### src/design/spi_osd_params.svh
`ifndef SPI_OSD_PARAMS_SVH
`define SPI_OSD_PARAMS_SVH

// horizontal timing in pixels, 80 per line
`define H_ACTIVE 64
`define H_FRONT 4
`define H_SYNC 8
`define H_BACK 4
`define H_TOTAL (`H_ACTIVE + `H_FRONT + `H_SYNC + `H_BACK)
`define X_BITS 7

// vertical timing in lines, 20 per frame
`define V_ACTIVE 16
`define V_FRONT 1
`define V_SYNC 2
`define V_BACK 1
`define V_TOTAL (`V_ACTIVE + `V_FRONT + `V_SYNC + `V_BACK)
`define Y_BITS 5

// 128 bytes of bitmap, 8 bytes per line
`define OSD_RAM_BITS 7

`define OSD_FG_R 8'hff
`define OSD_FG_G 8'hc0
`define OSD_FG_B 8'h20
`define OSD_DELAY 8

`endif

### src/design/spi_osd_pkg.sv
`include "spi_osd_params.svh"

package spi_osd_pkg;

  typedef logic [7:0] osd_byte_t;

  typedef logic [`OSD_RAM_BITS-1:0] osd_addr_t;

  // region 0x00 is the bitmap, region 0x01 the control register
  typedef struct packed {
    logic [7:0]  region;
    logic [23:0] offset;
  } spi_addr_fields_t;

  // same 32 bits, seen as shifted in or as region plus offset
  typedef union packed {
    logic [31:0]      raw;
    spi_addr_fields_t field;
  } spi_addr_u;

endpackage

### src/design/spi_ram_slave.sv
`timescale 1ns/1ns

module spi_ram_slave (
  input  logic                   clk_cpu,
  input  logic                   i_rst_n,
  input  logic                   i_csn,
  input  logic                   i_sclk,
  input  logic                   i_mosi,
  output logic                   o_miso,
  output logic                   o_osd_en,
  output logic                   o_mem_req,
  output logic                   o_mem_we,
  output spi_osd_pkg::osd_addr_t o_mem_addr,
  output spi_osd_pkg::osd_byte_t o_mem_wdata,
  input  logic                   i_mem_ack,
  input  spi_osd_pkg::osd_byte_t i_mem_rdata
);

  logic [1:0] csn_sync;
  logic [2:0] sclk_sync;
  logic [1:0] mosi_sync;
  logic       sclk_rise;
  logic       sclk_fall;
  logic       csn_act;
  logic       byte_done;
  logic [2:0] bit_cnt;
  // 0 command, 1 to 4 address, 5 data
  logic [2:0] byte_cnt;
  logic [6:0] shift_in;
  logic       rd_cmd;
  logic       issue;
  spi_osd_pkg::spi_addr_u addr;
  spi_osd_pkg::osd_byte_t rx_byte;
  spi_osd_pkg::osd_byte_t wr_byte;
  spi_osd_pkg::osd_byte_t tx_buf;
  spi_osd_pkg::osd_byte_t tx_sr;

  // sclk is not clock capable, so everything is oversampled
  always_ff @(posedge clk_cpu)
  begin
    if (!i_rst_n)
    begin
      csn_sync  <= 2'b11;
      sclk_sync <= '0;
      mosi_sync <= '0;
    end
    else
    begin
      csn_sync  <= {csn_sync[0], i_csn};
      sclk_sync <= {sclk_sync[1:0], i_sclk};
      mosi_sync <= {mosi_sync[0], i_mosi};
    end
  end

  assign csn_act   = ~csn_sync[1];
  assign sclk_rise = sclk_sync[1] & ~sclk_sync[2];
  assign sclk_fall = ~sclk_sync[1] & sclk_sync[2];
  assign rx_byte   = {shift_in, mosi_sync[1]};
  assign byte_done = csn_act && sclk_rise && (bit_cnt == 3'd7);

  always_ff @(posedge clk_cpu)
  begin
    if (!i_rst_n)
    begin
      bit_cnt   <= '0;
      byte_cnt  <= '0;
      rd_cmd    <= 1'b0;
      issue     <= 1'b0;
      o_miso    <= 1'b0;
      o_osd_en  <= 1'b0;
      o_mem_req <= 1'b0;
      o_mem_we  <= 1'b0;
      tx_buf    <= '0;
      tx_sr     <= '0;
    end
    else
    begin
      issue <= 1'b0;
      if (!csn_act)
      begin
        // a started memory access still runs to its ack
        bit_cnt  <= '0;
        byte_cnt <= '0;
        rd_cmd   <= 1'b0;
        o_miso   <= 1'b0;
        tx_buf   <= '0;
        tx_sr    <= '0;
      end
      else
      begin
        if (sclk_rise)
        begin
          bit_cnt <= bit_cnt + 3'd1;
        end
        if (byte_done)
        begin
          if (byte_cnt == 3'd0)
          begin
            rd_cmd <= rx_byte[0];
          end
          if (byte_cnt != 3'd5)
          begin
            byte_cnt <= byte_cnt + 3'd1;
          end
          // reads prefetch right after the address, then after every byte
          issue <= (byte_cnt == 3'd4 && rd_cmd) || (byte_cnt == 3'd5);
        end
        if (sclk_fall)
        begin
          if (bit_cnt == 3'd0)
          begin
            o_miso <= tx_buf[7];
            tx_sr  <= {tx_buf[6:0], 1'b0};
          end
          else
          begin
            o_miso <= tx_sr[7];
            tx_sr  <= {tx_sr[6:0], 1'b0};
          end
        end
      end
      if (issue && addr.field.region == 8'h00)
      begin
        o_mem_req <= 1'b1;
        o_mem_we  <= ~rd_cmd;
      end
      else if (issue && addr.field.region == 8'h01)
      begin
        if (rd_cmd)
          tx_buf <= {7'd0, o_osd_en};
        else
          o_osd_en <= wr_byte[0];
      end
      if (i_mem_ack)
      begin
        o_mem_req <= 1'b0;
        if (rd_cmd)
          tx_buf <= i_mem_rdata;
      end
    end
  end

  always_ff @(posedge clk_cpu)
  begin
    if (sclk_rise)
      shift_in <= rx_byte[6:0];
    if (byte_done && byte_cnt >= 3'd1 && byte_cnt <= 3'd4)
      addr.raw <= {addr.raw[23:0], rx_byte};
    if (byte_done && byte_cnt == 3'd5)
      wr_byte <= rx_byte;
    if (issue)
      o_mem_addr <= spi_osd_pkg::osd_addr_t'(addr.field.offset);
    if (i_mem_ack)
      addr.field.offset <= addr.field.offset + 24'd1;
  end

  assign o_mem_wdata = wr_byte;

endmodule

### src/design/mem_arbiter.sv
`timescale 1ns/1ns

module mem_arbiter (
  input  logic                   clk_cpu,
  input  logic                   i_rst_n,
  input  logic                   i_spi_req,
  input  logic                   i_spi_we,
  input  spi_osd_pkg::osd_addr_t i_spi_addr,
  input  spi_osd_pkg::osd_byte_t i_spi_wdata,
  output logic                   o_spi_ack,
  output spi_osd_pkg::osd_byte_t o_spi_rdata,
  input  logic                   i_osd_fetch,
  input  spi_osd_pkg::osd_addr_t i_osd_addr,
  output logic                   o_osd_valid,
  output spi_osd_pkg::osd_byte_t o_osd_rdata,
  output logic                   o_ram_we,
  output spi_osd_pkg::osd_addr_t o_ram_addr,
  output spi_osd_pkg::osd_byte_t o_ram_wdata,
  input  spi_osd_pkg::osd_byte_t i_ram_rdata
);

  logic spi_grant;
  logic spi_owner;
  logic osd_owner;

  // overlay first; no second spi grant while its ack is due
  assign spi_grant = i_spi_req && !i_osd_fetch && !spi_owner;

  assign o_ram_we    = spi_grant & i_spi_we;
  assign o_ram_addr  = i_osd_fetch ? i_osd_addr : i_spi_addr;
  assign o_ram_wdata = i_spi_wdata;

  // ram read data shows up one cycle after the grant
  always_ff @(posedge clk_cpu)
  begin
    if (!i_rst_n)
    begin
      spi_owner <= 1'b0;
      osd_owner <= 1'b0;
    end
    else
    begin
      spi_owner <= spi_grant;
      osd_owner <= i_osd_fetch;
    end
  end

  assign o_spi_ack   = spi_owner;
  assign o_osd_valid = osd_owner;
  assign o_spi_rdata = spi_owner ? i_ram_rdata : '0;
  assign o_osd_rdata = osd_owner ? i_ram_rdata : '0;

endmodule

### src/design/osd_ram.sv
`timescale 1ns/1ns
`include "spi_osd_params.svh"

module osd_ram (
  input  logic                   clk_cpu,
  input  logic                   i_we,
  input  spi_osd_pkg::osd_addr_t i_addr,
  input  spi_osd_pkg::osd_byte_t i_wdata,
  output spi_osd_pkg::osd_byte_t o_rdata
);

  spi_osd_pkg::osd_byte_t mem [0:(1 << `OSD_RAM_BITS)-1];

  // read first so a write shows up on the next access
  always_ff @(posedge clk_cpu)
  begin
    if (i_we)
      mem[i_addr] <= i_wdata;
    o_rdata <= mem[i_addr];
  end

endmodule

### src/design/video_timing.sv
`timescale 1ns/1ns
`include "spi_osd_params.svh"

module video_timing (
  input  logic              clk_cpu,
  input  logic              i_rst_n,
  output logic [`X_BITS-1:0] o_x,
  output logic [`Y_BITS-1:0] o_y,
  output logic              o_hsync,
  output logic              o_vsync,
  output logic              o_blank,
  output logic [7:0]        o_r,
  output logic [7:0]        o_g,
  output logic [7:0]        o_b
);

  localparam int HS_START = `H_ACTIVE + `H_FRONT;
  localparam int HS_END   = HS_START + `H_SYNC;
  localparam int VS_START = `V_ACTIVE + `V_FRONT;
  localparam int VS_END   = VS_START + `V_SYNC;

  logic [7:0] pic_r;
  logic [7:0] pic_g;
  logic [7:0] pic_b;

  always_ff @(posedge clk_cpu)
  begin
    if (!i_rst_n)
    begin
      o_x <= '0;
      o_y <= '0;
    end
    else if (o_x == `H_TOTAL - 1)
    begin
      o_x <= '0;
      if (o_y == `V_TOTAL - 1)
        o_y <= '0;
      else
        o_y <= o_y + 1'b1;
    end
    else
    begin
      o_x <= o_x + 1'b1;
    end
  end

  assign o_hsync = (o_x >= HS_START) && (o_x < HS_END);
  assign o_vsync = (o_y >= VS_START) && (o_y < VS_END);
  assign o_blank = (o_x >= `H_ACTIVE) || (o_y >= `V_ACTIVE);

  // horizontal red ramp and vertical green bands
  assign pic_r = 8'(o_x) << 2;
  assign pic_g = 8'(o_y) << 4;
  assign pic_b = 8'(o_x) + 8'(o_y);

  assign o_r = o_blank ? 8'd0 : pic_r;
  assign o_g = o_blank ? 8'd0 : pic_g;
  assign o_b = o_blank ? 8'd0 : pic_b;

endmodule

### src/design/osd_overlay.sv
`timescale 1ns/1ns
`include "spi_osd_params.svh"

module osd_overlay (
  input  logic                   clk_cpu,
  input  logic                   i_rst_n,
  input  logic                   i_osd_en,
  input  logic [`X_BITS-1:0]     i_x,
  input  logic [`Y_BITS-1:0]     i_y,
  input  logic [7:0]             i_r,
  input  logic [7:0]             i_g,
  input  logic [7:0]             i_b,
  input  logic                   i_hsync,
  input  logic                   i_vsync,
  input  logic                   i_blank,
  output logic                   o_fetch,
  output spi_osd_pkg::osd_addr_t o_fetch_addr,
  input  logic                   i_fetch_valid,
  input  spi_osd_pkg::osd_byte_t i_fetch_data,
  output logic [7:0]             o_r,
  output logic [7:0]             o_g,
  output logic [7:0]             o_b,
  output logic                   o_hsync,
  output logic                   o_vsync,
  output logic                   o_blank
);

  localparam int D = `OSD_DELAY;

  logic [7:0]   dl_r [D];
  logic [7:0]   dl_g [D];
  logic [7:0]   dl_b [D];
  logic [2:0]   dl_x [D];
  logic [D-1:0] dl_hs;
  logic [D-1:0] dl_vs;
  logic [D-1:0] dl_bl;
  logic [2:0]   out_x;
  logic         pix_on;
  spi_osd_pkg::osd_byte_t fetch_byte;
  spi_osd_pkg::osd_byte_t hold_byte;
  spi_osd_pkg::osd_byte_t cur_byte;

  // one fetch per 8 active pixels, at y*8 + x/8
  assign o_fetch      = !i_blank && (i_x[2:0] == 3'd0);
  assign o_fetch_addr = spi_osd_pkg::osd_addr_t'({i_y, 3'b000} + (i_x >> 3));

  always_ff @(posedge clk_cpu)
  begin
    if (!i_rst_n)
    begin
      dl_hs <= '0;
      dl_vs <= '0;
      dl_bl <= '1;
    end
    else
    begin
      dl_hs <= {dl_hs[D-2:0], i_hsync};
      dl_vs <= {dl_vs[D-2:0], i_vsync};
      dl_bl <= {dl_bl[D-2:0], i_blank};
    end
  end

  always_ff @(posedge clk_cpu)
  begin
    dl_r[0] <= i_r;
    dl_g[0] <= i_g;
    dl_b[0] <= i_b;
    dl_x[0] <= i_x[2:0];
    for (int i = 1; i < D; i++)
    begin
      dl_r[i] <= dl_r[i-1];
      dl_g[i] <= dl_g[i-1];
      dl_b[i] <= dl_b[i-1];
      dl_x[i] <= dl_x[i-1];
    end
    if (i_fetch_valid)
      fetch_byte <= i_fetch_data;
    // next fetch lands mid group, so keep the byte for its last 7 pixels
    if (out_x == 3'd0)
      hold_byte <= fetch_byte;
  end

  assign out_x    = dl_x[D-1];
  assign cur_byte = (out_x == 3'd0) ? fetch_byte : hold_byte;
  // msb is the leftmost pixel
  assign pix_on   = cur_byte[~out_x];

  assign o_hsync = dl_hs[D-1];
  assign o_vsync = dl_vs[D-1];
  assign o_blank = dl_bl[D-1];

  always_comb
  begin
    o_r = dl_r[D-1];
    o_g = dl_g[D-1];
    o_b = dl_b[D-1];
    if (i_osd_en && !o_blank)
    begin
      if (pix_on)
      begin
        o_r = `OSD_FG_R;
        o_g = `OSD_FG_G;
        o_b = `OSD_FG_B;
      end
      else
      begin
        // dim the picture behind clear pixels
        o_r = {1'b0, dl_r[D-1][7:1]};
        o_g = {1'b0, dl_g[D-1][7:1]};
        o_b = {1'b0, dl_b[D-1][7:1]};
      end
    end
  end

endmodule

### src/design/osd_char_top.sv
`timescale 1ns/1ns
`include "spi_osd_params.svh"

module osd_char_top (
  input  logic       clk_cpu,
  input  logic       i_rst_n,
  input  logic       i_spi_csn,
  input  logic       i_spi_sclk,
  input  logic       i_spi_mosi,
  output logic       o_spi_miso,
  output logic [7:0] o_r,
  output logic [7:0] o_g,
  output logic [7:0] o_b,
  output logic       o_hsync,
  output logic       o_vsync,
  output logic       o_blank
);

  logic                   osd_en;
  logic                   spi_req;
  logic                   spi_we;
  logic                   spi_ack;
  spi_osd_pkg::osd_addr_t spi_addr;
  spi_osd_pkg::osd_byte_t spi_wdata;
  spi_osd_pkg::osd_byte_t spi_rdata;
  logic                   fetch;
  logic                   fetch_valid;
  spi_osd_pkg::osd_addr_t fetch_addr;
  spi_osd_pkg::osd_byte_t fetch_data;
  logic                   ram_we;
  spi_osd_pkg::osd_addr_t ram_addr;
  spi_osd_pkg::osd_byte_t ram_wdata;
  spi_osd_pkg::osd_byte_t ram_rdata;
  logic [`X_BITS-1:0]     vid_x;
  logic [`Y_BITS-1:0]     vid_y;
  logic                   vid_hsync;
  logic                   vid_vsync;
  logic                   vid_blank;
  logic [7:0]             vid_r;
  logic [7:0]             vid_g;
  logic [7:0]             vid_b;

  spi_ram_slave u_spi (
    .clk_cpu(clk_cpu), .i_rst_n(i_rst_n),
    .i_csn(i_spi_csn), .i_sclk(i_spi_sclk), .i_mosi(i_spi_mosi),
    .o_miso(o_spi_miso), .o_osd_en(osd_en),
    .o_mem_req(spi_req), .o_mem_we(spi_we), .o_mem_addr(spi_addr),
    .o_mem_wdata(spi_wdata), .i_mem_ack(spi_ack), .i_mem_rdata(spi_rdata)
  );

  mem_arbiter u_arb (
    .clk_cpu(clk_cpu), .i_rst_n(i_rst_n),
    .i_spi_req(spi_req), .i_spi_we(spi_we), .i_spi_addr(spi_addr),
    .i_spi_wdata(spi_wdata), .o_spi_ack(spi_ack), .o_spi_rdata(spi_rdata),
    .i_osd_fetch(fetch), .i_osd_addr(fetch_addr),
    .o_osd_valid(fetch_valid), .o_osd_rdata(fetch_data),
    .o_ram_we(ram_we), .o_ram_addr(ram_addr), .o_ram_wdata(ram_wdata),
    .i_ram_rdata(ram_rdata)
  );

  osd_ram u_ram (
    .clk_cpu(clk_cpu), .i_we(ram_we), .i_addr(ram_addr),
    .i_wdata(ram_wdata), .o_rdata(ram_rdata)
  );

  video_timing u_vid (
    .clk_cpu(clk_cpu), .i_rst_n(i_rst_n), .o_x(vid_x), .o_y(vid_y),
    .o_hsync(vid_hsync), .o_vsync(vid_vsync), .o_blank(vid_blank),
    .o_r(vid_r), .o_g(vid_g), .o_b(vid_b)
  );

  osd_overlay u_osd (
    .clk_cpu(clk_cpu), .i_rst_n(i_rst_n), .i_osd_en(osd_en),
    .i_x(vid_x), .i_y(vid_y), .i_r(vid_r), .i_g(vid_g), .i_b(vid_b),
    .i_hsync(vid_hsync), .i_vsync(vid_vsync), .i_blank(vid_blank),
    .o_fetch(fetch), .o_fetch_addr(fetch_addr),
    .i_fetch_valid(fetch_valid), .i_fetch_data(fetch_data),
    .o_r(o_r), .o_g(o_g), .o_b(o_b),
    .o_hsync(o_hsync), .o_vsync(o_vsync), .o_blank(o_blank)
  );

endmodule

### config.mk
export PLATFORM = sky130hd
export DESIGN_NAME = osd_char_top
export DESIGN_NICKNAME = d
export VERILOG_FILES = /design/src/design/spi_osd_pkg.sv /design/src/design/spi_ram_slave.sv /design/src/design/mem_arbiter.sv /design/src/design/osd_ram.sv /design/src/design/video_timing.sv /design/src/design/osd_overlay.sv /design/src/design/osd_char_top.sv
export VERILOG_INCLUDE_DIRS = /design/src /design/src/design
export SDC_FILE = /design/constraint.sdc
export NUM_CORES = 1
export LEC_CHECK = 0
export ABC_AREA = 1
export BUFFER_PORTS_ARGS = -buffer_cell sky130_fd_sc_hd__buf_2
export CAP_MARGIN = 10
export CELL_PAD_IN_SITES_DETAIL_PLACEMENT = 0
export CELL_PAD_IN_SITES_GLOBAL_PLACEMENT = 1
export CORE_MARGIN = 2
export CORE_UTILIZATION = 30
export DETAILED_ROUTE_END_ITERATION = 7
export PLACE_DENSITY_LB_ADDON = 0.1
export SYNTH_ARGS = -nofsm -noshare
export SYNTH_HDL_FRONTEND = slang
export SYNTH_HIERARCHICAL = 1
export SYNTH_SLANG_ARGS = --single-unit
### constraint.sdc
create_clock -name clk_cpu -period 3.8 [get_ports clk_cpu]
set_input_delay 0.19 -clock clk_cpu [delete_from_list [all_inputs] [get_ports clk_cpu]]
set_output_delay 0.19 -clock clk_cpu [all_outputs]
set_load 0.03 [all_outputs]
==> metrics.yaml, run 1 <==
status: "finished clean"
finClkSkew_ns: 0.0317
synth_top_family_by_area: "simple AND/OR/NAND/NOR gates"
critPathMaxStageDelay_ns: 0.37
clk_pin_slew_ns: 0.06
ys_seq_area_frac: 0.698
fin_crit_sh: 0.928
crit_fanout: 16
grt_use_total: 0.173
slew_violations: 0
fmax_mhz: 284
endpoint_kind: "flip-flop"
cts_setup_buffers: 0
postRouteAntennaNets: 0
crit_path_start_kind: "flip-flop"
cts_buffers: 161
clock-root-buffer: "clkbuf_16"
synth_area_um2: 55500
rsz0062_at_grt: "no"
crit_buf_inv: 6
htree_levels: 4
hold_path.class: "primary input to flip-flop"
drt_pass1_iterations: 7
hold_violations: 0
area_growth_pct: 18.1
place_ws_ns: -0.206
die_w_um: 434
routed_wl_um: 162000
rrSetupSlack_ns: 0.27
insertion_delay_ns: 0.80
crit_path_top_delay_cell: "dfxtp_1"
arrival_ns: 4.02
cts_tree: "yes"
synth-seq-cells: 1390
ir_worst_vdd_mv: 0.331
syn_avg_cell_area_um2: 10.0
setup_tns_ns: 0
leakagePower_nw: 27.6
dpl.hpwl_um: 98600
worst_slew_pin_slew_ns: 0.997
synth_compound_area_frac: 0.0107
synthAdderAreaFrac: 0.00442
dr.first_iter.drc_count: 2105
max_slew_margin: 0.335
p_per_area_nw_per_um2: 517
synth-xor-area-share: 0.00189
crit_family: "simple AND/OR/NAND/NOR gates"
synthMuxAreaShare: 0.000902
die_area_um2: 188000
drc: 0
grt_max_degree: 129
grt_pass1_vias: 36474
io_pins: 33
antenna_found_initial: 3
start_util: 0.302
p_total_w: 0.0339
wl_per_cell_um: 19.4
setup_viol: 0
cpMostUsedCell: "buf_4"
synth-simple-area-share: 0.245
vias_per_cell: 4.34
cts_max_path_buffers: 3
cts_sinks: 1390
cp_cell_sequence: "nor2_2, inv_2, nor4_4, buf_4, nand2_1, o21ai_0, buf_4, nand2_1, inv_1, buf_4, nand2_2, nor2_1, buf_4"
layout.nets: 5808
core_um2: 183000
ys_warn_count: 6
numPortBuffers: 32
grt_pass1_wl_um: 242000
finalCriticalPeriod_ns: 3.53
fin_ws_ns: 0.273
required_ns: 4.29
syn_inst: 5526
fin_hold_ws_ns: 0.141
crit_type: "flip-flop to flip-flop"
grt_overflow: 0
die_y_um: 434
maxCapViolations: 0
placementRows: 157
synth_cell_types: 44
drive_gt1_frac: 0.109
num_vias: 36338
gp_congestion: 0.761
-- final timing paths --
check	from	depth (start not counted)	to
hold / removal	i_spi_csn	3	u_spi/csn_sync[0]$_SDFF_PN1_
setup / recovery	u_vid/o_y[4]$_SDFFE_PN0P_	13	u_ram/mem[122][5]$_DFFE_PP_
setup reg to reg	u_vid/o_y[4]$_SDFFE_PN0P_	13	u_ram/mem[122][5]$_DFFE_PP_
hold reg to reg	u_osd/dl_r[1][23]$_DFF_P_	0	u_osd/dl_r[1][31]$_DFF_P_
-- area by class of cell --
cell class	instances	area (µm²)
well taps	2464	3080
repair buffers	343	2960
clock inverters	84	912
clock buffers	211	4320
flip-flops and latches	1390	38700
fillers	18592	118000
diodes	2	5.00
multi-input cells	3666	14700
inverters	222	865
-- where the power goes --
group / internal (W) / switching, W
combinational: 0.000596 / 0.00152
sequential: 0.0163 / 0.0000865
clock: 0.00889 / 0.00647
-- flip-flops by register name, indices dropped and copies added (netlist names), 24 cells and up --
register	cells
u_osd/dl_x	24
u_osd/dl_r	64
u_spi/addr	32
u_osd/dl_b	64
u_osd/dl_g	64
u_ram/mem	1024
-- cell usage after synthesis (all sizes together) --
library cell     n  area share
nand2         3048        0.21
edfxtp        1086        0.59
nor2           342       0.024
dfxtp          304        0.11
inv            221       0.015
buf            216       0.022
nand3           94      0.0092
o21ai           48      0.0044
a21oi           38      0.0036
clkbuf          38      0.0026
ha              18      0.0041
or2             18      0.0020
o211ai          11      0.0015
xor2            10      0.0016
nand4            7     0.00079
mux2i            5     0.00090
o21bai           5     0.00068
nor3             4     0.00036
and2             3     0.00034
a21boi           2     0.00034
xnor2            2     0.00032
a211oi           1     0.00014
clkinv           1    0.000090
conb             1    0.000068
fa               1     0.00036
nor3b            1     0.00014
nor4             1     0.00011
-- kinds of logic after synthesis --
logic type | count (synthesis)
flops | 1390
other cells | 1
mux | 5
buf+inv | 476
compound gates | 105
fa+ha+maj | 19
simple gates | 3518
xor+xnor | 12
-- tightest hold or removal path, stage by stage --
cell	delay, ns
dlygate4sd3_1	0.52
buf_2	0.10
or2_2	0.09
-- layout by cell type (no fill, tap or decap), types with 8 or more instances in the layout --
cell / Yosys / routed
or2_2: 11 / 11
a21oi_1: 35 / 35
inv_1: 212 / 210
ha_1: 18 / 18
nor2_1: 320 / 315
clkbuf_8: 0 / 8
buf_4: 55 / 269
dfxtp_1: 304 / 304
clkbuf_1: 38 / 41
nand2_1: 3032 / 3031
o21ai_0: 43 / 40
clkbuf_16: 0 / 162
xor2_1: 10 / 10
bufinv_16: 0 / 12
clkinv_2: 1 / 19
edfxtp_1: 1086 / 1086
clkinv_1: 0 / 29
o211ai_1: 11 / 11
nor2_2: 18 / 21
nand2_2: 13 / 14
buf_12: 0 / 36
nand3_1: 88 / 88
buf_2: 139 / 32
-- stage by stage --
step | std cells | cell area, µm² | utilization
after detailed placement | 8079 | 60200 | 0.328
after global placement | 8079 | 60200 | 0.328
after global routing | 8380 | 65500 | 0.357
after floorplan | 5532 | 55500 | -
final | 8382 | 65500 | 0.357
after CTS | 8380 | 65500 | 0.357
-- per-layer routing --
layer  track usage  routed length (µm)  up-vias
li1              -                   -    18211
met4        0.0421                3100        2
met2         0.284               75700      429
met5             0                  13        -
met3        0.0234                4690      196
met1         0.243               78800    17500
-- what timing repair did --
| item | CTS | global route |
|---|---|---|
| pin swaps | 0 | 0 |
| endpoints found under the hold margin | 39 | 0 |
| setup endpoints to repair | 16 | 241 |
| gates resized for setup | 2 | 4 |
| hold buffers | 6 | 0 |
Note: power is estimated with default switching activity, not from simulation.
==> run 2: changes to the inputs <==
Settings changed: PLACE_DENSITY from default to 0.58, PLACE_DENSITY_LB_ADDON 0.1 to default.
==> run 2 against run 1 <==
Count of clock-buffer cells in the layout fell by 5. Largest power group unchanged. Sequential power about the same. Die area is the same. Highest routed layer is now met4. First-iteration DRC count grew 31%.
==> metrics.yaml, run 2 (synthesis results as in run 1) <==
core_um2: 183000
insertion_delay_ns: 0.81
vias_per_cell: 4.36
reg2reg_depth: 14
cts_sinks: 1390
largest_register_ffs: 1024
place_inst: 8017
layout_common_cells: "nand2_1, edfxtp_1, nor2_1, dfxtp_1, buf_4"
rsz0062_at_grt: "no"
placementRows: 157
grt_max_degree: 144
place_ws_ns: 0.0726
fmax_mhz: 279
gp_congestion: 0.778
hold_path.class: "primary input to flip-flop"
final_common_cell: "nand2_1"
hold_violations: 0
seq_area_um2: 38700
dpl_cell_area_um2: 59700
grt_use_total: 0.159
ir_worst_vdd_mv: 0.449
htree_levels: 4
die_area_um2: 188000
fin_area_um2: 64600
setup_viol: 0
arrival_ns: 4.13
largest-register: "u_ram/mem"
p_per_area_nw_per_um2: 506
grt_pass1_wl_um: 227000
fillers: 18549
drt_pass1_iterations: 5
finClkSkew_ns: 0.0311
dpl.hpwl_um: 86100
layout.nets: 5744
numPortBuffers: 32
required_ns: 4.35
io_pins: 33
finalNonFillerCells: 8304
max_slew_margin: 0.349
cts_buffers: 155
drc: 0
crit_type: "flip-flop to flip-flop"
die_y_um: 434
setup_tns_ns: 0
num_vias: 36218
slew_violations: 0
maxCapViolations: 0
grt_overflow: 0
hold_depth: 3
status: "finished clean"
cts_max_path_buffers: 3
postRouteAntennaNets: 0
finalCriticalPeriod_ns: 3.58
area_growth_pct: 16.5
drive_gt1_frac: 0.0981
clk_pin_slew_ns: 0.06
fin_ws_ns: 0.219
wl_per_cell_um: 18.0
die_w_um: 434
multi_input_area_um2: 14600
cts_tree: "yes"
leakagePower_nw: 27.2
fin_crit_sh: 0.942
grt_pass1_vias: 36287
dr.first_iter.drc_count: 2766
crit_fanout: 74
routed_wl_um: 149000
endpoint_kind: "flip-flop"
crit_path_start_kind: "flip-flop"
start_util: 0.302
antenna_found_initial: 1
clock-root-buffer: "clkbuf_16"
worst_slew_pin_slew_ns: 0.973
run 2: changes by cell type in the layout (fill, tap and decap cells not counted), moves of 3 or more:
cell	change
bufinv_16	-8
clkinv_4	-3
clkinv_2	+9
clkinv_1	-6
clkbuf_1	-4
buf_4	-57
buf_12	-4
run 2: cell type report:
cell class                      count  area share
Sequential cell                  1390       0.599
Multi-Input combinational cell   3666       0.227
Clock buffer                      206      0.0659
Tap cell                         2464      0.0477
Timing Repair Buffer              285      0.0389
Inverter                          222      0.0133
Clock inverter                     70     0.00866
Antenna cell                        1   0.0000387
run 2: repair_timing:
item                                    CTS  global route
endpoints found under the setup margin    0             7
gates resized for setup                   0             4
endpoints found under the hold margin    46             0
hold buffers                              6             0
setup buffers                             0             3
run 2: path summary, 6_finish.rpt:
path / end / startpoint / slack [ns]
max: u_ram/mem[42][0]$_DFFE_PP_ / u_vid/o_y[4]$_SDFFE_PN0P_ / 0.22
min: u_spi/csn_sync[0]$_SDFF_PN1_ / i_spi_csn / 0.14
max reg2reg: u_ram/mem[42][0]$_DFFE_PP_ / u_vid/o_y[4]$_SDFFE_PN0P_ / 0.22
min reg2reg: u_osd/dl_x[0][5]$_DFF_P_ / u_osd/dl_x[0][2]$_DFF_P_ / 0.30
run 2: critical path: stages, from the launching register on:
cell	delay, ns
dfxtp_1	0.37
nor2_2	0.26
inv_2	0.07
nor4_2	0.25
buf_12	0.20
nand2_1	0.09
o21ai_4	0.21
buf_4	0.21
buf_12	0.16
buf_12	0.28
nor2_1	0.11
nand2_1	0.35
buf_4	0.43
nor2_1	0.12
buf_4	0.18
run 2: power by group:
group / internal (W) / switching [W]
sequential: 0.0163 / 0.000100
clock: 0.00816 / 0.00612
combinational: 0.000535 / 0.00145
total: 0.0250 / 0.00766
run 2: metrics by stage:
step,power (W),utilization,hold slack (ns)
global route,0.0339,0.352,0.102
finish,0.0327,0.352,0.144
detailed placement,0.0187,0.325,0.312
CTS,0.0331,0.352,0.0703
global placement,0.0188,0.325,0.310
floorplan,0.0180,-,0.283
run 2: layer usage:
metal  up-vias  wire length, µm  GRT usage
met3       204             5030     0.0214
met4         0             3760     0.0475
met2       550            69600      0.262
met5         -                0          0
met1     17427            70700      0.218
li1      18037                -          -
